==> src/common/i3c_settings.svh <==
// bus widths, FIFO depths and reset clock divider for the I3C controller
`ifndef I3C_SETTINGS_SVH
`define I3C_SETTINGS_SVH

// AHB-Lite port widths
`define I3C_AHB_ADDR_WIDTH 32
`define I3C_AHB_DATA_WIDTH 32

// queue depths, in entries
`define I3C_CMD_FIFO_DEPTH 4
`define I3C_RX_FIFO_DEPTH  4

// clock cycles per SCL quarter period after reset
`define I3C_CLKDIV_RESET 4

`endif

==> src/common/i3c_pkg.sv <==
// command opcode, command word, register offsets and STATUS bit positions
`default_nettype none

package i3c_pkg;

  // bus operations executed by the bit engine
  typedef enum logic [1:0] {
    OP_START = 2'd0,
    OP_WRITE = 2'd1,
    OP_READ  = 2'd2,
    OP_STOP  = 2'd3
  } i3c_op_e;

  // matches the CMD register write layout, bit 10 down to bit 0
  typedef struct packed {
    logic    last;  // read only: reply NACK instead of ACK
    i3c_op_e op;
    logic [7:0] data;
  } i3c_cmd_t;

  // byte offsets of the host registers
  typedef enum logic [4:0] {
    REG_CTRL    = 5'h00,
    REG_CLKDIV  = 5'h04,
    REG_CMD     = 5'h08,
    REG_RX_DATA = 5'h0C,
    REG_STATUS  = 5'h10
  } i3c_reg_e;

  // STATUS register bits
  localparam int unsigned STAT_CMD_EMPTY    = 0;
  localparam int unsigned STAT_CMD_FULL     = 1;
  localparam int unsigned STAT_RX_EMPTY     = 2;
  localparam int unsigned STAT_RX_FULL      = 3;
  localparam int unsigned STAT_BUSY         = 4;
  localparam int unsigned STAT_NACK         = 5;  // sticky, write 1 to clear
  localparam int unsigned STAT_CMD_OVERFLOW = 6;  // sticky, write 1 to clear
  localparam int unsigned STAT_WIDTH        = 7;

endpackage

`default_nettype wire

==> src/logic/sync_fifo.sv <==
// synchronous show-ahead FIFO with a configurable payload type
`timescale 1ns/1ps
`default_nettype none

module sync_fifo #(
  parameter type         payload_t = logic [7:0],
  parameter int unsigned DEPTH     = 4
) (
  input  logic     clk_i,
  input  logic     reset_i,
  input  logic     push_i,
  input  payload_t wdata_i,
  input  logic     pop_i,
  output payload_t rdata_o,
  output logic     full_o,
  output logic     empty_o
);

  localparam int unsigned PTR_W = (DEPTH > 1) ? $clog2(DEPTH) : 1;
  localparam int unsigned CNT_W = $clog2(DEPTH + 1);

  payload_t         mem_q [DEPTH];
  logic [PTR_W-1:0] wr_ptr_q;
  logic [PTR_W-1:0] rd_ptr_q;
  logic [CNT_W-1:0] count_q;
  logic             do_push;
  logic             do_pop;

  // wraps at DEPTH, so depths other than powers of two work
  function automatic logic [PTR_W-1:0] ptr_inc(input logic [PTR_W-1:0] ptr);
    if (ptr == PTR_W'(DEPTH - 1)) begin
      return '0;
    end
    return ptr + 1'b1;
  endfunction

  assign full_o  = (count_q == CNT_W'(DEPTH));
  assign empty_o = (count_q == '0);
  assign do_push = push_i && !full_o;  // push while full is ignored
  assign do_pop  = pop_i && !empty_o;
  assign rdata_o = mem_q[rd_ptr_q];     // head entry, show-ahead

  always_ff @(posedge clk_i) begin
    if (do_push) begin
      mem_q[wr_ptr_q] <= wdata_i;
    end
  end

  always_ff @(posedge clk_i) begin
    if (reset_i) begin
      wr_ptr_q <= '0;
      rd_ptr_q <= '0;
      count_q  <= '0;
    end else begin
      if (do_push) begin
        wr_ptr_q <= ptr_inc(wr_ptr_q);
      end
      if (do_pop) begin
        rd_ptr_q <= ptr_inc(rd_ptr_q);
      end
      case ({do_push, do_pop})
        2'b10:   count_q <= count_q + 1'b1;
        2'b01:   count_q <= count_q - 1'b1;
        default: count_q <= count_q;  // none, or both at once
      endcase
    end
  end

endmodule

`default_nettype wire

==> src/ahb/ahb_csr_slave.sv <==
// AHB-Lite slave with CTRL, CLKDIV, CMD, RX_DATA and STATUS registers
`timescale 1ns/1ps
`include "i3c_settings.svh"
`default_nettype none

module ahb_csr_slave
  import i3c_pkg::*;
(
  input  logic                           clk_i,
  input  logic                           reset_i,
  input  logic [`I3C_AHB_ADDR_WIDTH-1:0] haddr_i,
  input  logic [1:0]                     htrans_i,
  input  logic [2:0]                     hsize_i,
  input  logic                           hwrite_i,
  input  logic [`I3C_AHB_DATA_WIDTH-1:0] hwdata_i,
  input  logic                           hsel_i,
  input  logic                           hready_i,
  output logic [`I3C_AHB_DATA_WIDTH-1:0] hrdata_o,
  output logic                           hreadyout_o,
  output logic                           hresp_o,
  input  logic                           cmd_full_i,
  input  logic                           cmd_empty_i,
  input  logic                           rx_empty_i,
  input  logic                           rx_full_i,
  input  logic [7:0]                     rx_rdata_i,
  input  logic                           busy_i,
  input  logic                           nack_pulse_i,
  output logic                           cmd_push_o,
  output i3c_cmd_t                       cmd_wdata_o,
  output logic                           rx_pop_o,
  output logic                           enable_o,
  output logic [15:0]                    clkdiv_o
);

  logic                  dph_valid_q;  // data phase in progress
  logic                  dph_write_q;
  logic [4:0]            dph_addr_q;
  i3c_reg_e              dph_reg;
  logic                  aph_take;
  logic                  wr_en;
  logic                  rd_en;
  logic                  enable_q;
  logic [15:0]           clkdiv_q;
  logic                  nack_q;
  logic                  ovf_q;
  logic                  cmd_wr;
  logic                  status_wr;
  logic [STAT_WIDTH-1:0] status;

  // NONSEQ or SEQ, up to word size
  assign aph_take = hsel_i && hready_i && htrans_i[1] && (hsize_i <= 3'd2);

  always_ff @(posedge clk_i) begin
    if (reset_i) begin
      dph_valid_q <= 1'b0;
    end else begin
      dph_valid_q <= aph_take;
    end
  end

  always_ff @(posedge clk_i) begin
    if (aph_take) begin
      dph_addr_q  <= haddr_i[4:0];
      dph_write_q <= hwrite_i;
    end
  end

  assign dph_reg   = i3c_reg_e'(dph_addr_q);
  assign wr_en     = dph_valid_q && dph_write_q;
  assign rd_en     = dph_valid_q && !dph_write_q;
  assign cmd_wr    = wr_en && (dph_reg == REG_CMD);
  assign status_wr = wr_en && (dph_reg == REG_STATUS);

  assign cmd_push_o  = cmd_wr && !cmd_full_i;  // dropped when full
  assign cmd_wdata_o = i3c_cmd_t'(hwdata_i[10:0]);
  assign rx_pop_o    = rd_en && (dph_reg == REG_RX_DATA) && !rx_empty_i;

  always_ff @(posedge clk_i) begin
    if (reset_i) begin
      enable_q <= 1'b0;
      clkdiv_q <= 16'(`I3C_CLKDIV_RESET);
      nack_q   <= 1'b0;
      ovf_q    <= 1'b0;
    end else begin
      if (wr_en && (dph_reg == REG_CTRL)) begin
        enable_q <= hwdata_i[0];
      end
      if (wr_en && (dph_reg == REG_CLKDIV)) begin
        clkdiv_q <= hwdata_i[15:0];
      end
      if (nack_pulse_i) begin  // a new NACK wins over a clear
        nack_q <= 1'b1;
      end else if (status_wr && hwdata_i[STAT_NACK]) begin
        nack_q <= 1'b0;
      end
      if (cmd_wr && cmd_full_i) begin
        ovf_q <= 1'b1;
      end else if (status_wr && hwdata_i[STAT_CMD_OVERFLOW]) begin
        ovf_q <= 1'b0;
      end
    end
  end

  always_comb begin
    status                    = '0;
    status[STAT_CMD_EMPTY]    = cmd_empty_i;
    status[STAT_CMD_FULL]     = cmd_full_i;
    status[STAT_RX_EMPTY]     = rx_empty_i;
    status[STAT_RX_FULL]      = rx_full_i;
    status[STAT_BUSY]         = busy_i;
    status[STAT_NACK]         = nack_q;
    status[STAT_CMD_OVERFLOW] = ovf_q;
  end

  // read data follows the latched address within the data phase
  always_comb begin
    hrdata_o = '0;
    if (rd_en) begin
      case (dph_reg)
        REG_CTRL:    hrdata_o[0]              = enable_q;
        REG_CLKDIV:  hrdata_o[15:0]           = clkdiv_q;
        REG_RX_DATA: hrdata_o[7:0]            = rx_empty_i ? 8'h00 : rx_rdata_i;
        REG_STATUS:  hrdata_o[STAT_WIDTH-1:0] = status;
        default:     hrdata_o                 = '0;  // CMD and holes read zero
      endcase
    end
  end

  assign hreadyout_o = 1'b1;  // no wait states
  assign hresp_o     = 1'b0;  // always OKAY
  assign enable_o    = enable_q;
  assign clkdiv_o    = clkdiv_q;

endmodule

`default_nettype wire

==> src/i3c/i3c_bus_engine.sv <==
// SCL/SDA bit engine running START, byte write, byte read and STOP
`timescale 1ns/1ps
`default_nettype none

module i3c_bus_engine
  import i3c_pkg::*;
(
  input  logic        clk_i,
  input  logic        reset_i,
  input  logic        enable_i,
  input  logic [15:0] clkdiv_i,
  input  logic        cmd_empty_i,
  input  i3c_cmd_t    cmd_rdata_i,
  input  logic        rx_full_i,
  input  logic        scl_i,
  input  logic        sda_i,
  output logic        cmd_pop_o,
  output logic        rx_push_o,
  output logic [7:0]  rx_wdata_o,
  output logic        busy_o,
  output logic        nack_pulse_o,
  output logic        scl_o,
  output logic        scl_en_o,
  output logic        sda_o,
  output logic        sda_en_o
);

  typedef enum logic [1:0] {ST_IDLE, ST_START, ST_BIT, ST_STOP} state_e;

  state_e      state_q;
  state_e      cmd_state;
  i3c_op_e     op_q;
  logic        last_q;
  logic [15:0] div_cnt_q;
  logic [1:0]  phase_q;
  logic [3:0]  bit_cnt_q;  // 0..7 data, 8 is the ACK slot
  logic [7:0]  shift_q;
  logic        scl_en_q;
  logic        sda_en_q;
  logic        nack_q;
  logic [15:0] div_max;
  logic        phase_end;
  logic        cmd_ok;
  logic        ack_slot;
  logic        sample;
  logic        bit_end;
  logic        sda_next;

  assign div_max   = (clkdiv_i == 16'd0) ? 16'd0 : clkdiv_i - 16'd1;
  assign phase_end = (div_cnt_q >= div_max);
  assign ack_slot  = (bit_cnt_q == 4'd8);

  // reads wait for room in the receive FIFO
  assign cmd_ok    = enable_i && !cmd_empty_i &&
                     ((cmd_rdata_i.op != OP_READ) || !rx_full_i);
  assign cmd_pop_o = (state_q == ST_IDLE) && cmd_ok;

  assign sample  = (state_q == ST_BIT) && (phase_q == 2'd2) && phase_end && scl_i;
  assign bit_end = (state_q == ST_BIT) && (phase_q == 2'd3) && phase_end;

  assign rx_push_o    = bit_end && ack_slot && (op_q == OP_READ);
  assign rx_wdata_o   = shift_q;
  assign busy_o       = (state_q != ST_IDLE) || cmd_pop_o;
  assign nack_pulse_o = nack_q;

  // open drain, only ever pulls low
  assign scl_o    = 1'b0;
  assign sda_o    = 1'b0;
  assign scl_en_o = scl_en_q;
  assign sda_en_o = sda_en_q;

  always_comb begin
    case (cmd_rdata_i.op)
      OP_START: cmd_state = ST_START;
      OP_STOP:  cmd_state = ST_STOP;
      default:  cmd_state = ST_BIT;
    endcase
  end

  // SDA enable for the bit that follows the current one
  always_comb begin
    if (bit_cnt_q == 4'd7) begin
      sda_next = (op_q == OP_READ) && !last_q;  // ACK unless last read
    end else begin
      sda_next = (op_q == OP_WRITE) && !shift_q[6];
    end
  end

  always_ff @(posedge clk_i) begin
    if (reset_i) begin
      state_q   <= ST_IDLE;
      div_cnt_q <= '0;
      phase_q   <= '0;
      bit_cnt_q <= '0;
    end else if (state_q == ST_IDLE) begin
      if (cmd_ok) begin
        state_q   <= cmd_state;
        div_cnt_q <= '0;
        phase_q   <= '0;
        bit_cnt_q <= '0;
      end
    end else if (phase_end) begin
      div_cnt_q <= '0;
      phase_q   <= phase_q + 2'd1;
      if (phase_q == 2'd3) begin
        if ((state_q != ST_BIT) || ack_slot) begin
          state_q <= ST_IDLE;
        end else begin
          bit_cnt_q <= bit_cnt_q + 4'd1;
        end
      end
    end else begin
      div_cnt_q <= div_cnt_q + 16'd1;
    end
  end

  // line drive changes on entry to each phase and holds while idle
  always_ff @(posedge clk_i) begin
    if (reset_i) begin
      scl_en_q <= 1'b0;
      sda_en_q <= 1'b0;
    end else if (cmd_pop_o) begin
      case (cmd_rdata_i.op)
        OP_START: sda_en_q <= 1'b0;  // SDA up before SCL is released
        OP_WRITE: begin
          scl_en_q <= 1'b1;
          sda_en_q <= !cmd_rdata_i.data[7];
        end
        OP_READ: begin
          scl_en_q <= 1'b1;
          sda_en_q <= 1'b0;
        end
        default: begin  // stop: both low first
          scl_en_q <= 1'b1;
          sda_en_q <= 1'b1;
        end
      endcase
    end else if ((state_q != ST_IDLE) && phase_end) begin
      case (phase_q)
        2'd0: scl_en_q <= 1'b0;  // SCL rises
        2'd1: begin
          if (state_q == ST_START) begin
            sda_en_q <= 1'b1;  // SDA falls while SCL high
          end else if (state_q == ST_STOP) begin
            sda_en_q <= 1'b0;  // SDA rises while SCL high
          end
        end
        2'd2: begin
          if (state_q != ST_STOP) begin
            scl_en_q <= 1'b1;
          end
        end
        default: begin
          if ((state_q == ST_BIT) && !ack_slot) begin
            sda_en_q <= sda_next;
          end
        end
      endcase
    end
  end

  always_ff @(posedge clk_i) begin
    if (cmd_pop_o) begin
      shift_q <= cmd_rdata_i.data;
      op_q    <= cmd_rdata_i.op;
      last_q  <= cmd_rdata_i.last;
    end else if (sample && !ack_slot && (op_q == OP_READ)) begin
      shift_q <= {shift_q[6:0], sda_i};  // MSB first
    end else if (bit_end && !ack_slot && (op_q == OP_WRITE)) begin
      shift_q <= {shift_q[6:0], 1'b0};
    end
  end

  always_ff @(posedge clk_i) begin
    if (reset_i) begin
      nack_q <= 1'b0;
    end else begin
      nack_q <= sample && ack_slot && (op_q == OP_WRITE) && sda_i;
    end
  end

endmodule

`default_nettype wire

==> src/logic/i3c_phy_integration_wrapper.sv <==
// top level with register block, command and receive FIFOs, bit engine and pad loopback
`timescale 1ns/1ps
`include "i3c_settings.svh"
`default_nettype none

module i3c_phy_integration_wrapper
  import i3c_pkg::*;
(
  input  logic                           clk_i,
  input  logic                           reset_i,

  input  logic                           i3c_scl_i,
  output logic                           i3c_scl_o,
  output logic                           i3c_scl_en_o,
  input  logic                           i3c_sda_i,
  output logic                           i3c_sda_o,
  output logic                           i3c_sda_en_o,

  input  logic [`I3C_AHB_ADDR_WIDTH-1:0] haddr_i,
  input  logic [1:0]                     htrans_i,
  input  logic [2:0]                     hsize_i,
  input  logic                           hwrite_i,
  input  logic [`I3C_AHB_DATA_WIDTH-1:0] hwdata_i,
  input  logic                           hsel_i,
  input  logic                           hready_i,
  output logic [`I3C_AHB_DATA_WIDTH-1:0] hrdata_o,
  output logic                           hreadyout_o,
  output logic                           hresp_o
);

  logic        cmd_push;
  i3c_cmd_t    cmd_wdata;
  logic        cmd_pop;
  i3c_cmd_t    cmd_rdata;
  logic        cmd_full;
  logic        cmd_empty;
  logic        rx_push;
  logic [7:0]  rx_wdata;
  logic        rx_pop;
  logic [7:0]  rx_rdata;
  logic        rx_full;
  logic        rx_empty;
  logic        enable;
  logic [15:0] clkdiv;
  logic        busy;
  logic        nack_pulse;
  logic        scl_int;
  logic        sda_int;

  // pads echo the bus while the engine is not driving
  assign i3c_scl_o = i3c_scl_en_o ? scl_int : i3c_scl_i;
  assign i3c_sda_o = i3c_sda_en_o ? sda_int : i3c_sda_i;

  ahb_csr_slave csr0 (
    .clk_i        (clk_i),
    .reset_i      (reset_i),
    .haddr_i      (haddr_i),
    .htrans_i     (htrans_i),
    .hsize_i      (hsize_i),
    .hwrite_i     (hwrite_i),
    .hwdata_i     (hwdata_i),
    .hsel_i       (hsel_i),
    .hready_i     (hready_i),
    .hrdata_o     (hrdata_o),
    .hreadyout_o  (hreadyout_o),
    .hresp_o      (hresp_o),
    .cmd_full_i   (cmd_full),
    .cmd_empty_i  (cmd_empty),
    .rx_empty_i   (rx_empty),
    .rx_full_i    (rx_full),
    .rx_rdata_i   (rx_rdata),
    .busy_i       (busy),
    .nack_pulse_i (nack_pulse),
    .cmd_push_o   (cmd_push),
    .cmd_wdata_o  (cmd_wdata),
    .rx_pop_o     (rx_pop),
    .enable_o     (enable),
    .clkdiv_o     (clkdiv)
  );

  sync_fifo #(
    .payload_t (i3c_cmd_t),
    .DEPTH     (`I3C_CMD_FIFO_DEPTH)
  ) cmd_fifo (
    .clk_i   (clk_i),
    .reset_i (reset_i),
    .push_i  (cmd_push),
    .wdata_i (cmd_wdata),
    .pop_i   (cmd_pop),
    .rdata_o (cmd_rdata),
    .full_o  (cmd_full),
    .empty_o (cmd_empty)
  );

  sync_fifo #(
    .payload_t (logic [7:0]),
    .DEPTH     (`I3C_RX_FIFO_DEPTH)
  ) rx_fifo (
    .clk_i   (clk_i),
    .reset_i (reset_i),
    .push_i  (rx_push),
    .wdata_i (rx_wdata),
    .pop_i   (rx_pop),
    .rdata_o (rx_rdata),
    .full_o  (rx_full),
    .empty_o (rx_empty)
  );

  i3c_bus_engine engine0 (
    .clk_i        (clk_i),
    .reset_i      (reset_i),
    .enable_i     (enable),
    .clkdiv_i     (clkdiv),
    .cmd_empty_i  (cmd_empty),
    .cmd_rdata_i  (cmd_rdata),
    .rx_full_i    (rx_full),
    .scl_i        (i3c_scl_i),
    .sda_i        (i3c_sda_i),
    .cmd_pop_o    (cmd_pop),
    .rx_push_o    (rx_push),
    .rx_wdata_o   (rx_wdata),
    .busy_o       (busy),
    .nack_pulse_o (nack_pulse),
    .scl_o        (scl_int),
    .scl_en_o     (i3c_scl_en_o),
    .sda_o        (sda_int),
    .sda_en_o     (i3c_sda_en_o)
  );

endmodule

`default_nettype wire

==> config.mk <==
export PLATFORM = sky130hd
export DESIGN_NAME = i3c_phy_integration_wrapper
export DESIGN_NICKNAME = d
export VERILOG_FILES = /design/src/common/i3c_pkg.sv /design/src/logic/sync_fifo.sv /design/src/ahb/ahb_csr_slave.sv /design/src/i3c/i3c_bus_engine.sv /design/src/logic/i3c_phy_integration_wrapper.sv
export VERILOG_INCLUDE_DIRS = /design/src /design/src/common
export SDC_FILE = /design/constraint.sdc
export NUM_CORES = 1
export LEC_CHECK = 0
export BUFFER_PORTS_ARGS = -buffer_cell sky130_fd_sc_hd__buf_2
export CAP_MARGIN = 20
export CORE_MARGIN = 3
export CORE_UTILIZATION = 59
export CTS_BUF_LIST = sky130_fd_sc_hd__clkbuf_4 sky130_fd_sc_hd__clkbuf_8
export DETAILED_ROUTE_END_ITERATION = 10
export MAX_ROUTING_LAYER = met4
export PLACE_DENSITY = 0.82
export REMOVE_ABC_BUFFERS = 1
export SYNTH_ARGS = -nofsm -noshare
export SYNTH_HDL_FRONTEND = slang
export SYNTH_SLANG_ARGS = --single-unit
==> constraint.sdc <==
create_clock -name clk_i -period 4.6 [get_ports clk_i]
set_input_delay 0.23 -clock clk_i [delete_from_list [all_inputs] [get_ports clk_i]]
set_output_delay 0.23 -clock clk_i [all_outputs]
set_load 0.005 [all_outputs]
; ---- Yosys cells after proc, flatten, opt, wreduce, memory -nomap -nowiden
; Memories as Yosys holds them, arrays and structs flattened. A register that Yosys moved wholly into a read port is not among the register bits.
; Cells that the tools add are included.
[totals]
register_bits = 78
ramBits = 76
in_bits = 76
wordCells = 229
n_memories = 2
[memory_table]
columns = name, depth, word_bits, rd, rd_ports_with_merged_regs, write_ports, line
row1 = cmd_fifo.mem_q, 4, 11, 1, 1, 1, sync_fifo.sv:22  ; payload_t mem_q [DEPTH];
row2 = rx_fifo.mem_q, 4, 8, 1, 1, 1, sync_fifo.sv:22
[classes]
add_sub_neg = 12
order_cmp = 2
eq_ne = 36
mux = 76
n_reduce_logical = 78
[ops]
columns = operator, count
row1 = $mux 16, 5
row2 = $logic_and 1x1->1, 40
row3 = $mux 2, 20
row4 = $mux 8, 5
row5 = $mux 1, 32
row6 = $eq 2x2->1 const B, 13
row7 = $mux 4, 5
row8 = $pmux 6 s3, 1
row9 = $reduce_bool 2->1, 9
row10 = $add 16x1->16 const B, 1
row11 = $ge 16x16->1, 1
row12 = $logic_not 16->1, 1
row13 = $reduce_and 4->1, 4
row14 = $sub 16x1->16 const B, 1
row15 = $eq 2x1->1 const B, 6
row16 = $pmux 3 s2, 2
row17 = $add 2x1->2 const B, 5
row18 = $eq 5x4->1 const B, 2
row19 = $logic_not 1->1, 9
row20 = $reduce_bool 3->1, 3
row21 = $ne 2x2->1 const B, 4
row22 = $pmux 1 s2, 4
row23 = $add 3x1->3 const B, 2
row24 = $eq 3x3->1 const B, 2
row25 = other kinds (18), 27

; ---- Depth between registers and ports, before layout
; Gate-level depths: netlist of the first run.
[depth]
depth_word = 11
depth_mapped = 19
ltp_nobuf = 19

; ---- Modules after synthesis
; From an unflattened synthesis of the first run, not the netlist that was laid out.
[hier_totals]
cells_unflattened = 729
area_unflattened_um2 = 7948.9
[by_module_without_submodules]
columns = module, n_inst, cells_per_inst, area_each_um2
row1 = i3c_bus_engine, 1, 342, 2737.6
row2 = sync_fifo at cmd_fifo, 1, 111, 2075.7
row3 = sync_fifo at rx_fifo, 1, 96, 1647.8
row4 = ahb_csr_slave, 1, 178, 1457.6
row5 = i3c_phy_integration_wrapper, 1, 2, 30.0

; ---- Worst setup path after synthesis of the first run
; Ideal clock, no wire load.
[synth_timing]
kind = register to register
start = reg csr0.clkdiv_q[6] (netlist: csr0.clkdiv_o[6])
end = reg rx_fifo.count_q[2]
setup_ps = 70
t_arrival_ps = 4035
slack_ps = 495
stages_incl_launch_ff = 19
n_path_buf = 0
path_cell_list = dfxtp_1 or4_1 nor3_2 nand2_1 nor3_2 xor2_1 nand2_1 ha_1 nand4_2 nor4_4 o31ai_4 a31oi_4 and2_1 inv_2 ha_1 fa_1 xnor2_1 or3_1 a21oi_1
[synth_via]
elab_chain_cells = 9
[synth_rtl]
columns = item, line
row1 = from (decl), ahb_csr_slave.sv:43  ; logic [15:0] clkdiv_q;
row2 = from (signal assigned), ahb_csr_slave.sv:81  ; clkdiv_q <= 16'(`I3C_CLKDIV_RESET);
row3 = from (signal assigned), ahb_csr_slave.sv:89  ; clkdiv_q <= hwdata_i[15:0];
row4 = $sub 16x1->16 / $logic_not 16->1 (equally long branches), i3c_bus_engine.sv:49  ; assign div_max = (clkdiv_i == 16'd0) ? 16'd0 : clkdiv_i - 16'd1;
row5 = $mux 16 *, i3c_bus_engine.sv:49
row6 = $ge 16x16->1 *, i3c_bus_engine.sv:50  ; assign phase_end = (div_cnt_q >= div_max);
row7 = $logic_and 1x1->1 *, i3c_bus_engine.sv:59  ; assign bit_end = (state_q == ST_BIT) && (phase_q == 2'd3) && phase_end;
row8 = $logic_and 1x1->1 * (2 in a row), i3c_bus_engine.sv:61  ; assign rx_push_o = bit_end && ack_slot && (op_q == OP_READ);
row9 = $logic_and 1x1->1 *, sync_fifo.sv:39  ; assign do_push = push_i && !full_o;
row10 = $eq 2x1->1 / $eq 2x2->1 (equally long branches), sync_fifo.sv:61  ; case ({do_push, do_pop})
row11 = $pmux 3 s2 / $reduce_bool 2->1 (equally long branches), n/a
row12 = to (signal assigned), sync_fifo.sv:62  ; 2'b10: count_q <= count_q + 1'b1;
row13 = to (signal assigned), sync_fifo.sv:63  ; 2'b01: count_q <= count_q - 1'b1;
row14 = to (signal assigned), sync_fifo.sv:64  ; default: count_q <= count_q;
row15 = to (decl), sync_fifo.sv:25  ; logic [CNT_W-1:0] count_q;
; Every way passes the cells marked *; elsewhere a longest branch is shown, timed or not.
; A chain may end at the register's enable or synchronous reset.

; ---- Worst setup path after layout of the first run
[layout_timing]
start = reg csr0.clkdiv_q[7] (netlist: csr0.clkdiv_o[7])
end = reg rx_fifo.count_q[2]
; The elaborated chain is that of the path after synthesis.

==> results of run 1 <==
state kept, by name, indices dropped and copies added, names as in the netlist, 2 cells and up, named ones only:
name                cells
cmd_fifo.mem_q         44
rx_fifo.mem_q          32
csr0.clkdiv_o          16
engine0.div_cnt_q      16
engine0.rx_wdata_o      8
csr0.dph_addr_q         5
engine0.bit_cnt_q       4
cmd_fifo.count_q        3
rx_fifo.count_q         3
cmd_fifo.rd_ptr_q       2
cmd_fifo.wr_ptr_q       2
engine0.op_q            2
engine0.phase_q         2
engine0.state_q         2
rx_fifo.rd_ptr_q        2
rx_fifo.wr_ptr_q        2
metrics by stage:
step | cell area (um2) | hold slack (ps) | setup WS [ps] | cells | TNS, ps
after floorplan | 7680 | 299 | 476 | 680 | 0
after global placement | 8200 | 407 | 331 | 910 | 0
after detailed placement | 8200 | 412 | 177 | 910 | 0
after CTS | 8720 | 1.46 | 156 | 953 | 0
after global routing | 8750 | 2.54 | -118 | 954 | -118
final | 8750 | 15.9 | 143 | 954 | 0
per-layer routing:
layer  vias up  GRT usage [%]
li1       2646              -
met1      2726           31.1
met2       273           41.2
met3        44           4.34
met4         0           11.3
met5         -              -
placed cells by master, fill, tap and decap left out, types with 8 or more instances in the layout:
cell type      count
a21oi_1           38
a31oi_1            9
and2_1            17
and3_1            11
buf_2             51
clkbuf_8          20
conb_1            18
dfxtp_1           65
dlygate4sd3_1     12
edfxtp_1          93
ha_1              40
inv_1             28
mux4_2            19
nand2_1          102
nand2b_1          15
nand3_1           16
nor2_1            44
nor3_1            13
o21ai_0           10
o21ai_1           11
xnor2_1            8
xor2_1            14
path summary, 6_finish.rpt:
check | startpoint | endpoint | cells past startpoint
hold / removal | hwdata_i[12] | csr0.clkdiv_o[12] | 3
setup reg to reg | csr0.clkdiv_o[7] | rx_fifo.count_q[2] | 17
hold reg to reg | engine0.nack_pulse_o | csr0.nack_q | 2
setup / recovery | csr0.clkdiv_o[7] | rx_fifo.count_q[2] | 17
tightest hold or removal path, cell delays in order:
cell     delay [ps]
buf_2           100
nand2_1          40
a21oi_1          50
final cells by class:
type                            count  area (um2)
Fill cell                         910        4070
Multi-Input combinational cell    492        3490
Sequential cell                   158        4090
Timing Repair Buffer               70         428
Clock buffer                       21         283
Tap cell                          172         215
Inverter                           30         113
Clock inverter                     11         129
logic make-up after synthesis:
group / share of synthesized area, %
XOR/XNOR: 2.45
adder cells (fa/ha/maj): 6.88
buffers and inverters: 4.49
multiplexers: 6.34
flip-flops: 52.1
AND/OR/NAND/NOR: 18.0
other: 0.0956
AO/OA/AOI/OAI: 9.59
timing repair:
action	in CTS	in global routing
setup buffers	0	0
hold buffers	11	1
setup endpoints to repair	0	1
hold endpoints to repair	17	4
gates resized for setup	0	5
where the power goes:
part | total, W | internal [W] | switching [W]
clock | 0.00106 | 0.000537 | 0.000520
combinational | 0.000110 | 0.0000419 | 0.0000681
sequential | 0.00150 | 0.00149 | 0.0000111
==> impl_results.html, run 1 <==
<table>
<tr><th>Metric</th><th>Value</th></tr>
<tr><th colspan="2">Floorplanning</th></tr>
<tr><td>Die height</td><td>121 um</td></tr>
<tr><td>Die extent in x</td><td>121 um</td></tr>
<tr><td>Starting Density</td><td>61.3%</td></tr>
<tr><td>Placeable core area</td><td>12800 um2</td></tr>
<tr><td>Top-Level Pins</td><td>114</td></tr>
<tr><td>Total number of placement rows</td><td>41</td></tr>
<tr><td>Die area</td><td>14700 um2</td></tr>
<tr><th colspan="2">GRT</th></tr>
<tr><td>Vias in the first global route</td><td>5649</td></tr>
<tr><td>Maximum number of pins on one net before global-route repair</td><td>44</td></tr>
<tr><td>Grt total ovfl</td><td>0</td></tr>
<tr><td>Global-route usage over all layers</td><td>25.3%</td></tr>
<tr><td>Number of antenna violations at the first check in global routing</td><td>0</td></tr>
<tr><td>First-pass GRT wire length</td><td>28100 um</td></tr>
<tr><th colspan="2">STA</th></tr>
<tr><td>Normalized max-slew margin</td><td>36.3%</td></tr>
<tr><td>Hold Violations, Final</td><td>0</td></tr>
<tr><td>Number of max-slew violations in the final report</td><td>0</td></tr>
<tr><td>Measured slew at the worst slew-check pin</td><td>950 ps</td></tr>
<tr><td>Fin crit period</td><td>4460 ps</td></tr>
<tr><td>Clock Skew</td><td>10.2 ps</td></tr>
<tr><td>Number of setup violations in the final report</td><td>0</td></tr>
<tr><td>F_max</td><td>224 MHz</td></tr>
<tr><td>Share of the clock period used by the worst path</td><td>96.9%</td></tr>
<tr><th colspan="2">Synth</th></tr>
<tr><td>Most area-consuming cells after synthesis</td><td>edfxtp_1 (36%), dfxtp_1 (17%), ha_1 (6.4%)</td></tr>
<tr><td>Portion of the post-synthesis area used by sequential elements</td><td>52.1%</td></tr>
<tr><td>Cell with the most instances after synthesis</td><td>nand2_1</td></tr>
<tr><td>Mean instance size in the synthesized netlist</td><td>11.2 um2</td></tr>
<tr><td>Count of cell types in the netlist</td><td>67</td></tr>
<tr><td>Number of synthesized flops with an enable pin</td><td>93</td></tr>
<tr><td>Commonest register cell after synthesis</td><td>edfxtp_1</td></tr>
<tr><td>Total of flip-flops plus latches after synthesis</td><td>158</td></tr>
<tr><td>Post-synthesis async set-or-reset flop share</td><td>0%</td></tr>
<tr><td>Ys Warns</td><td>0</td></tr>
<tr><td>Cell area after synthesis</td><td>7860 um2</td></tr>
<tr><td>Top cell type's share of synthesized area</td><td>35.5%</td></tr>
<tr><td>Cell accounting for the most synthesized area</td><td>edfxtp_1</td></tr>
<tr><td>Synthesized netlist cell count</td><td>703</td></tr>
<tr><td>Top cells by instance count after synthesis</td><td>nand2_1 (102), edfxtp_1 (93), dfxtp_1 (65)</td></tr>
<tr><th colspan="2">Finish</th></tr>
<tr><td>Count of antenna diodes in the layout</td><td>0</td></tr>
<tr><td>Synthesis-to-finish area growth</td><td>11.4%</td></tr>
<tr><td>Final layout net count</td><td>887</td></tr>
<tr><td>Fraction of layout instances using a drive strength above 1</td><td>17.4%</td></tr>
<tr><td>Share of the core filled with cells</td><td>68.2%</td></tr>
<tr><th colspan="2">Pwr</th></tr>
<tr><td>Pwr Density</td><td>305 nW/um2</td></tr>
<tr><td>Total leakage power</td><td>3.24 nW</td></tr>
<tr><td>Largest vdd supply drop</td><td>0.000233 V</td></tr>
<tr><td>Overall power</td><td>0.00267 W</td></tr>
<tr><th colspan="2">Setup path</th></tr>
<tr><td>Biggest cell delay along the critical path</td><td>570 ps</td></tr>
<tr><td>R2r setup slk</td><td>140 ps</td></tr>
<tr><td>WP buf/inv</td><td>1</td></tr>
<tr><td>WP data required</td><td>4980 ps</td></tr>
<tr><td>Arrival time at the worst endpoint</td><td>4840 ps</td></tr>
<tr><td>Cell Chain, Critical Path</td><td>or4_4, nor3_1, nand3b_1, xnor2_1, nand2_1, ha_1, nand4_2, nor4_4, o31ai_4, a31oi_4, and2_1, inv_2, ha_1, fa_1, xnor2_1, or3_1, a21oi_1</td></tr>
<tr><td>Critical Path Fanout Max</td><td>6</td></tr>
<tr><td>Highest-delay cell along the critical path</td><td>or4_4</td></tr>
<tr><td>Class of the most critical setup path</td><td>flop to flop</td></tr>
<tr><td>Top delay family on crit path</td><td>simple AND/OR/NAND/NOR gates</td></tr>
<tr><td>Element type at the critical path start</td><td>flop</td></tr>
<tr><td>Nature of the critical path endpoint</td><td>flop</td></tr>
<tr><th colspan="2">CTS</th></tr>
<tr><td>Number of buffers created by CTS</td><td>17</td></tr>
<tr><td>Clock transition at the registers of the reported paths</td><td>80 ps</td></tr>
<tr><td>CTS H-Tree Depth</td><td>4</td></tr>
<tr><td>Buffer levels on the longest clock path</td><td>2</td></tr>
<tr><td>Buffer cell driving the clock tree root</td><td>clkbuf_8</td></tr>
<tr><td>Sink count of the clock tree</td><td>158</td></tr>
<tr><td>TritonCTS clock tree</td><td>yes</td></tr>
<tr><td>Insertion delay to the later sink of the worst-skew pair</td><td>450 ps</td></tr>
<tr><th colspan="2">Route</th></tr>
<tr><td>Length of routed wiring on met1</td><td>6980 um</td></tr>
<tr><td>Detailed-route DRC error count</td><td>0</td></tr>
<tr><td>Met2 wire length</td><td>8750 um</td></tr>
<tr><td>Final WL</td><td>17200 um</td></tr>
<tr><td>DRC violation total after the first TritonRoute iteration</td><td>634</td></tr>
<tr><td>DR WL met3</td><td>1020 um</td></tr>
<tr><td>DR vias/cell</td><td>5.96</td></tr>
<tr><td>Via count</td><td>5689</td></tr>
<tr><td>Highest metal layer with signal wires</td><td>met4</td></tr>
<tr><td>Antenna violation net count after detailed routing</td><td>0</td></tr>
<tr><td>Number of detailed-route iterations in the first pass</td><td>8</td></tr>
<tr><td>Detail-routed net length per standard cell</td><td>18.1 um</td></tr>
<tr><th colspan="2">Placed design</th></tr>
<tr><td>Routability congestion estimate</td><td>0.982</td></tr>
<tr><td>Buffers added on ports</td><td>51</td></tr>
<tr><td>Hpwl dp</td><td>12500 um</td></tr>
<tr><th colspan="2">Worst hold path</th></tr>
<tr><td>Min-Delay Path Class</td><td>input port to flop</td></tr>
<tr><th colspan="2">Run</th></tr>
<tr><td>Max Cap Violations</td><td>0</td></tr>
<tr><th colspan="2">Outcome</th></tr>
<tr><td>Result of the run</td><td>finished, final reports clean</td></tr>
</table>
(Power assumes the default switching activity.)
==> run 2: changes to the inputs <==
CORE_ASPECT_RATIO = 0.6   (was not set)
MAX_ROUTING_LAYER = not set   (was met4)
PLACE_DENSITY = 0.81   (was 0.82)
==> run 2 against run 1 <==
Net effect: via count rose by 0.69%; worst hold slack got worse by 10 ps; die area rose by 0.31%; largest cell class unchanged; sequential power barely moved; sequential share of layout area barely moved.
==> impl_results.html, run 2 (synthesized netlist as in run 1, its figures left out) <==
<table>
<tr><th>Metric</th><th>Value</th></tr>
<tr><th colspan="2">GRT</th></tr>
<tr><td>Layer with the highest usage after global routing</td><td>met2</td></tr>
<tr><td>Number of antenna violations at the first check in global routing</td><td>0</td></tr>
<tr><td>Grt met3 use</td><td>6.30%</td></tr>
<tr><td>Global-route usage over all layers</td><td>25.2%</td></tr>
<tr><td>Maximum number of pins on one net before global-route repair</td><td>58</td></tr>
<tr><td>GR met2 Demand/Resource</td><td>38.5%</td></tr>
<tr><td>Met1 track demand over resource in global routing</td><td>36.0%</td></tr>
<tr><td>Vias in the first global route</td><td>5495</td></tr>
<tr><td>Grt total ovfl</td><td>0</td></tr>
<tr><td>First-pass GRT wire length</td><td>28400 um</td></tr>
<tr><th colspan="2">STA</th></tr>
<tr><td>Fin crit period</td><td>4290 ps</td></tr>
<tr><td>Final hold slack</td><td>5.42 ps</td></tr>
<tr><td>F_max</td><td>233 MHz</td></tr>
<tr><td>Sum Neg Setup Slack</td><td>0 ps</td></tr>
<tr><td>Setup repair after global routing missed its margin</td><td>no</td></tr>
<tr><td>Share of the clock period used by the worst path</td><td>93.3%</td></tr>
<tr><td>Number of setup violations in the final report</td><td>0</td></tr>
<tr><td>Normalized max-slew margin</td><td>35.2%</td></tr>
<tr><td>Clock Skew</td><td>12.9 ps</td></tr>
<tr><td>Number of max-slew violations in the final report</td><td>0</td></tr>
<tr><td>Measured slew at the worst slew-check pin</td><td>965 ps</td></tr>
<tr><td>Hold Violations, Final</td><td>0</td></tr>
<tr><th colspan="2">Route</th></tr>
<tr><td>DRC violation total after the first TritonRoute iteration</td><td>598</td></tr>
<tr><td>Detail-routed net length per standard cell</td><td>18.9 um</td></tr>
<tr><td>Via count</td><td>5728</td></tr>
<tr><td>Antenna violation net count after detailed routing</td><td>0</td></tr>
<tr><td>Final WL</td><td>18000 um</td></tr>
<tr><td>DR vias/cell</td><td>6.03</td></tr>
<tr><td>Number of detailed-route iterations in the first pass</td><td>6</td></tr>
<tr><td>Detailed-route DRC error count</td><td>0</td></tr>
<tr><th colspan="2">Worst hold path</th></tr>
<tr><td>Min-Delay Path Class</td><td>input port to flop</td></tr>
<tr><th colspan="2">Placed design</th></tr>
<tr><td>Routability congestion estimate</td><td>0.908</td></tr>
<tr><td>Buffers added on ports</td><td>51</td></tr>
<tr><td>Instance count after placement with tap cells included</td><td>907</td></tr>
<tr><td>Hpwl dp</td><td>13100 um</td></tr>
<tr><th colspan="2">Pwr</th></tr>
<tr><td>Largest vdd supply drop</td><td>0.000203 V</td></tr>
<tr><td>Pwr Density</td><td>298 nW/um2</td></tr>
<tr><td>Total leakage power</td><td>3.25 nW</td></tr>
<tr><td>Overall power</td><td>0.00260 W</td></tr>
<tr><th colspan="2">Floorplanning</th></tr>
<tr><td>Die extent in x</td><td>155 um</td></tr>
<tr><td>Top-Level Pins</td><td>114</td></tr>
<tr><td>Die area</td><td>14800 um2</td></tr>
<tr><td>Total number of placement rows</td><td>31</td></tr>
<tr><td>Die height</td><td>95.4 um</td></tr>
<tr><td>Starting Density</td><td>62.7%</td></tr>
<tr><td>Placeable core area</td><td>12500 um2</td></tr>
<tr><th colspan="2">Finish</th></tr>
<tr><td>Final cell count without fillers</td><td>950</td></tr>
<tr><td>Count of antenna diodes in the layout</td><td>0</td></tr>
<tr><td>Most common cell after layout, fill and taps aside</td><td>nand2_1</td></tr>
<tr><td>Max FFs per register</td><td>44</td></tr>
<tr><td>Final layout net count</td><td>890</td></tr>
<tr><td>Synthesis-to-finish area growth</td><td>11.3%</td></tr>
<tr><td>Biggest registers after layout</td><td>cmd_fifo.mem_q (44), rx_fifo.mem_q (32)</td></tr>
<tr><td>Fraction of layout instances using a drive strength above 1</td><td>18.1%</td></tr>
<tr><td>Most frequent cells in the layout</td><td>nand2_1 (102), edfxtp_1 (93), dfxtp_1 (65), buf_2 (51), nor2_1 (44)</td></tr>
<tr><td>Register ranked first by flip-flop count</td><td>cmd_fifo.mem_q</td></tr>
<tr><th colspan="2">Setup path</th></tr>
<tr><td>Nature of the critical path endpoint</td><td>flop</td></tr>
<tr><td>Arrival time at the worst endpoint</td><td>4680 ps</td></tr>
<tr><td>WP buf/inv</td><td>1</td></tr>
<tr><td>WP data required</td><td>4990 ps</td></tr>
<tr><td>Element type at the critical path start</td><td>flop</td></tr>
<tr><td>Biggest cell delay along the critical path</td><td>610 ps</td></tr>
<tr><td>Top delay family on crit path</td><td>simple AND/OR/NAND/NOR gates</td></tr>
<tr><td>Highest-delay cell along the critical path</td><td>or4_1</td></tr>
<tr><td>Cell Chain, Critical Path</td><td>or4_1, nor3_1, nand3b_1, xnor2_1, nand2_1, ha_1, nand4_4, nor4_4, o31ai_4, a31oi_4, and2_4, inv_2, ha_1, fa_1, xnor2_1, or3_1, a21oi_1</td></tr>
<tr><td>Class of the most critical setup path</td><td>flop to flop</td></tr>
<tr><td>Critical Path Fanout Max</td><td>4</td></tr>
<tr><th colspan="2">CTS</th></tr>
<tr><td>Insertion delay to the later sink of the worst-skew pair</td><td>460 ps</td></tr>
<tr><td>Number of buffers created by CTS</td><td>17</td></tr>
<tr><td>Post CTS Setup Buffer Count</td><td>0</td></tr>
<tr><td>Buffer levels on the longest clock path</td><td>2</td></tr>
<tr><td>TritonCTS clock tree</td><td>yes</td></tr>
<tr><td>Buffer cell driving the clock tree root</td><td>clkbuf_8</td></tr>
<tr><td>Clock transition at the registers of the reported paths</td><td>90 ps</td></tr>
<tr><td>Sink count of the clock tree</td><td>158</td></tr>
<tr><td>CTS H-Tree Depth</td><td>4</td></tr>
<tr><th colspan="2">Outcome</th></tr>
<tr><td>Result of the run</td><td>finished, final reports clean</td></tr>
<tr><th colspan="2">Run</th></tr>
<tr><td>Max Cap Violations</td><td>0</td></tr>
</table>
run 2: timing repair:
item,4_1_cts,5_1_grt
resized for setup,0,8
hold endpoints to repair,12,1
hold buffers,9,1
endpoints found under the setup margin,0,1
run 2: per-stage QoR:
stage / cell area [um2] / util [%] / setup slack [ps]
6_report: 8750 / 69.8 / 310
2_1_floorplan: 7680 / - / 476
3_5_place_dp: 8220 / 65.6 / 165
5_1_grt: 8750 / 69.8 / 38.1
4_1_cts: 8690 / 69.3 / 140
3_3_place_gp: 8220 / 65.6 / 306
run 2: routing by layer:
| metal | wire [um] | part of all wire (%) | vias to the layer above |
|---|---|---|---|
| met5 | 0 | 0 | - |
| met4 | 275 | 1.5 | 0 |
| met3 | 1710 | 9.5 | 21 |
| met2 | 8080 | 45 | 274 |
| met1 | 7940 | 44 | 2783 |
| li1 | - | - | 2650 |
run 2: cell type report:
type,count,area [um2]
Inverter,30,113
Timing Repair Buffer,73,449
Sequential cell,158,4090
Clock buffer,19,255
Multi-Input combinational cell,492,3510
Tap cell,165,206
Clock inverter,13,123
Fill cell,868,3780
run 2: report_power, final:
| part | internal (W) | switching, W | total, W |
|---|---|---|---|
| Combinational | 0.0000406 | 0.0000683 | 0.000109 |
| Sequential | 0.00149 | 0.0000108 | 0.00150 |
| Clock | 0.000418 | 0.000573 | 0.000990 |
run 2: path summary, 6_finish.rpt:
check              startpoint                 end  slack, ps  depth (start not counted)
max          csr0.clkdiv_o[6]  rx_fifo.count_q[2]        310                         17
max reg2reg  csr0.clkdiv_o[6]  rx_fifo.count_q[2]        310                         17
min reg2reg        csr0.ovf_q          csr0.ovf_q        480                          2
min              hwdata_i[14]   csr0.clkdiv_o[14]          5                          3
run 2: worst min-delay path, cell delays in order:
cell,delay (ps)
buf_2,90
nand2_1,50
a21oi_1,50
==> run 3: changes to the inputs <==
CORE_MARGIN = not set   (was 3)
==> run 3 against run 2 <==
Net effect: sequential power about the same; worst setup slack worse by 20 ps; die area shrank 6.7%; worst hold slack better by 19 ps; sequential share of layout area decreased by 0.43 points; global-route usage grew 3.2 points; clock-buffer cell count shrank 2; combinational power rose by 5%; wire length up 1.3%; critical endpoint unchanged; largest power group unchanged.
==> impl_results.html, run 3 (synthesized netlist as in run 1, its figures left out) <==
<table>
<tr><th>Metric</th><th>Value</th></tr>
<tr><th colspan="2">Worst hold path</th></tr>
<tr><td>Startpoint of the worst hold path</td><td>hwdata_i[2]</td></tr>
<tr><td>Cell count of the worst hold path</td><td>1</td></tr>
<tr><td>Min-Delay Path Class</td><td>input port to flop</td></tr>
<tr><td>End of the worst hold path</td><td>cmd_fifo.mem_q[3][2]</td></tr>
<tr><th colspan="2">STA</th></tr>
<tr><td>Number of max-slew violations in the final report</td><td>0</td></tr>
<tr><td>F_max</td><td>232 MHz</td></tr>
<tr><td>Sum Neg Setup Slack</td><td>0 ps</td></tr>
<tr><td>Share of the clock period used by the worst path</td><td>93.7%</td></tr>
<tr><td>Measured slew at the worst slew-check pin</td><td>1070 ps</td></tr>
<tr><td>Clock Skew</td><td>16.6 ps</td></tr>
<tr><td>Hold Violations, Final</td><td>0</td></tr>
<tr><td>Number of setup violations in the final report</td><td>0</td></tr>
<tr><td>Setup repair after global routing missed its margin</td><td>no</td></tr>
<tr><td>Final hold slack</td><td>24.6 ps</td></tr>
<tr><td>Normalized max-slew margin</td><td>28.4%</td></tr>
<tr><td>Fin crit period</td><td>4310 ps</td></tr>
<tr><th colspan="2">CTS</th></tr>
<tr><td>Buffer levels on the longest clock path</td><td>2</td></tr>
<tr><td>Insertion delay to the later sink of the worst-skew pair</td><td>460 ps</td></tr>
<tr><td>TritonCTS clock tree</td><td>yes</td></tr>
<tr><td>Sink count of the clock tree</td><td>158</td></tr>
<tr><td>Buffer cell driving the clock tree root</td><td>clkbuf_8</td></tr>
<tr><td>CTS H-Tree Depth</td><td>4</td></tr>
<tr><td>Clock transition at the registers of the reported paths</td><td>100 ps</td></tr>
<tr><td>Post CTS Setup Buffer Count</td><td>0</td></tr>
<tr><td>Number of buffers created by CTS</td><td>17</td></tr>
<tr><th colspan="2">Finish</th></tr>
<tr><td>Most common cell after layout, fill and taps aside</td><td>nand2_1</td></tr>
<tr><td>Synthesis-to-finish area growth</td><td>12.4%</td></tr>
<tr><td>Final layout net count</td><td>893</td></tr>
<tr><td>Fraction of layout instances using a drive strength above 1</td><td>17.6%</td></tr>
<tr><td>Register ranked first by flip-flop count</td><td>cmd_fifo.mem_q</td></tr>
<tr><td>Max FFs per register</td><td>44</td></tr>
<tr><td>Post-route cell area</td><td>8830 um2</td></tr>
<tr><td>Most frequent cells in the layout</td><td>nand2_1 (102), edfxtp_1 (93), dfxtp_1 (65), buf_2 (51), nor2_1 (44)</td></tr>
<tr><td>Count of antenna diodes in the layout</td><td>0</td></tr>
<tr><td>Final cell count without fillers</td><td>958</td></tr>
<tr><td>Biggest registers after layout</td><td>cmd_fifo.mem_q (44), rx_fifo.mem_q (32)</td></tr>
<tr><th colspan="2">Route</th></tr>
<tr><td>Antenna violation net count after detailed routing</td><td>0</td></tr>
<tr><td>Length of routed wiring on met1</td><td>7790 um</td></tr>
<tr><td>DR WL met3</td><td>1700 um</td></tr>
<tr><td>Detail-routed net length per standard cell</td><td>19.0 um</td></tr>
<tr><td>Met2 wire length</td><td>8420 um</td></tr>
<tr><td>DRC violation total after the first TritonRoute iteration</td><td>496</td></tr>
<tr><td>Number of detailed-route iterations in the first pass</td><td>8</td></tr>
<tr><td>Final WL</td><td>18200 um</td></tr>
<tr><td>Via count</td><td>5746</td></tr>
<tr><td>DR vias/cell</td><td>6.00</td></tr>
<tr><td>Detailed-route DRC error count</td><td>0</td></tr>
<tr><td>Highest metal layer with signal wires</td><td>met4</td></tr>
<tr><th colspan="2">Floorplanning</th></tr>
<tr><td>Placeable core area</td><td>12900 um2</td></tr>
<tr><td>Die height</td><td>91.4 um</td></tr>
<tr><td>Die area</td><td>13800 um2</td></tr>
<tr><td>Total number of placement rows</td><td>32</td></tr>
<tr><td>Die extent in x</td><td>151 um</td></tr>
<tr><td>Starting Density</td><td>60.7%</td></tr>
<tr><td>Top-Level Pins</td><td>114</td></tr>
<tr><th colspan="2">Setup path</th></tr>
<tr><td>WP data required</td><td>4990 ps</td></tr>
<tr><td>Beginning of the worst register-to-register path</td><td>csr0.clkdiv_o[7]</td></tr>
<tr><td>R2r setup slk</td><td>290 ps</td></tr>
<tr><td>Element type at the critical path start</td><td>flop</td></tr>
<tr><td>Class of the most critical setup path</td><td>flop to flop</td></tr>
<tr><td>Nature of the critical path endpoint</td><td>flop</td></tr>
<tr><td>Critical Path Fanout Max</td><td>6</td></tr>
<tr><td>Length in cells of the worst reg-to-reg path</td><td>18</td></tr>
<tr><td>Endpoint of the worst-slack reg-to-reg timing path</td><td>rx_fifo.count_q[2]</td></tr>
<tr><td>Arrival time at the worst endpoint</td><td>4700 ps</td></tr>
<tr><th colspan="2">Placed design</th></tr>
<tr><td>Buffers added on ports</td><td>51</td></tr>
<tr><td>Routability congestion estimate</td><td>0.865</td></tr>
<tr><td>DP Area</td><td>8200 um2</td></tr>
<tr><td>Instance count after placement with tap cells included</td><td>908</td></tr>
<tr><td>Hpwl dp</td><td>13000 um</td></tr>
<tr><th colspan="2">Run</th></tr>
<tr><td>Max Cap Violations</td><td>0</td></tr>
<tr><th colspan="2">GRT</th></tr>
<tr><td>Grt total ovfl</td><td>0</td></tr>
<tr><td>Number of antenna violations at the first check in global routing</td><td>0</td></tr>
<tr><td>Maximum number of pins on one net before global-route repair</td><td>57</td></tr>
<tr><td>Global-route usage over all layers</td><td>28.3%</td></tr>
<tr><td>Vias in the first global route</td><td>5625</td></tr>
<tr><td>First-pass GRT wire length</td><td>29000 um</td></tr>
<tr><th colspan="2">Pwr</th></tr>
<tr><td>Pwr Density</td><td>301 nW/um2</td></tr>
<tr><td>Total leakage power</td><td>3.26 nW</td></tr>
<tr><td>Largest vdd supply drop</td><td>0.000200 V</td></tr>
<tr><th colspan="2">Outcome</th></tr>
<tr><td>Result of the run</td><td>finished, final reports clean</td></tr>
</table>
==> run 3: worst max-delay path by stage <==
| stage | endpoint | from | slack, ps | cells after the start |
|---|---|---|---|---|
| 2_1_floorplan | rx_fifo.count_q[2] | csr0.clkdiv_o[6] | 480 | 18 |
| 3_3_place_gp | rx_fifo.count_q[2] | csr0.clkdiv_o[7] | 240 | 18 |
| 3_5_place_dp | rx_fifo.count_q[2] | csr0.clkdiv_o[7] | 110 | 18 |
| 4_1_cts | rx_fifo.count_q[2] | csr0.clkdiv_o[7] | 60 | 18 |
| 5_1_grt | rx_fifo.count_q[2] | csr0.clkdiv_o[3] | 30 | 17 |
| 6_report | rx_fifo.count_q[2] | csr0.clkdiv_o[7] | 290 | 18 |
==> run 3: repair_timing <==
item,in CTS,in global routing
resized for setup,0,9
hold buffers,16,1
setup endpoints to repair,0,1
hold endpoints to repair,34,1
==> run 3: layer usage <==
layer / up-vias / GRT usage [%]
met5: - / 0
li1: 2654 / -
met4: 0 / 7.58
met1: 2799 / 38.5
met3: 36 / 8.69
met2: 257 / 43.9
==> run 3: final cells by class <==
| type | count | area, um2 |
|---|---|---|
| clock inverter | 15 | 176 |
| fill | 878 | 4100 |
| inverter | 30 | 113 |
| clock buffer | 17 | 234 |
| sequential | 158 | 4090 |
| timing repair buffer | 76 | 489 |
| tap | 170 | 213 |
| multi-input combinational | 492 | 3510 |
==> run 3: report_power, final <==
| group | switching (W) | internal [W] |
|---|---|---|
| clock | 0.000623 | 0.000412 |
| combinational | 0.0000698 | 0.0000446 |
| sequential | 0.0000109 | 0.00149 |
==> run 3: critical path, stage by stage, from the launching register on <==
cell and delay (ps):
dfxtp_1 390, or4_4 570, nor3_4 180, nand2_1 130
nor3_2 140, xor2_1 150, nand2_1 70, ha_1 350
nand4_4 160, nor3_2 290, a211oi_4 120, a31oi_4 210
and2_2 210, inv_2 30, ha_1 210, fa_1 400
xnor2_1 150, or3_1 320, a21oi_1 140
==> run 3: metrics by stage <==
step	util [%]	setup WS [ps]	total power, W
finish	68.3	290	0.00265
detailed placement	63.4	113	0.00164
CTS	67.8	62.8	0.00265
global route	68.3	33.5	0.00273
global placement	63.4	237	0.00163
floorplan	-	476	0.00159
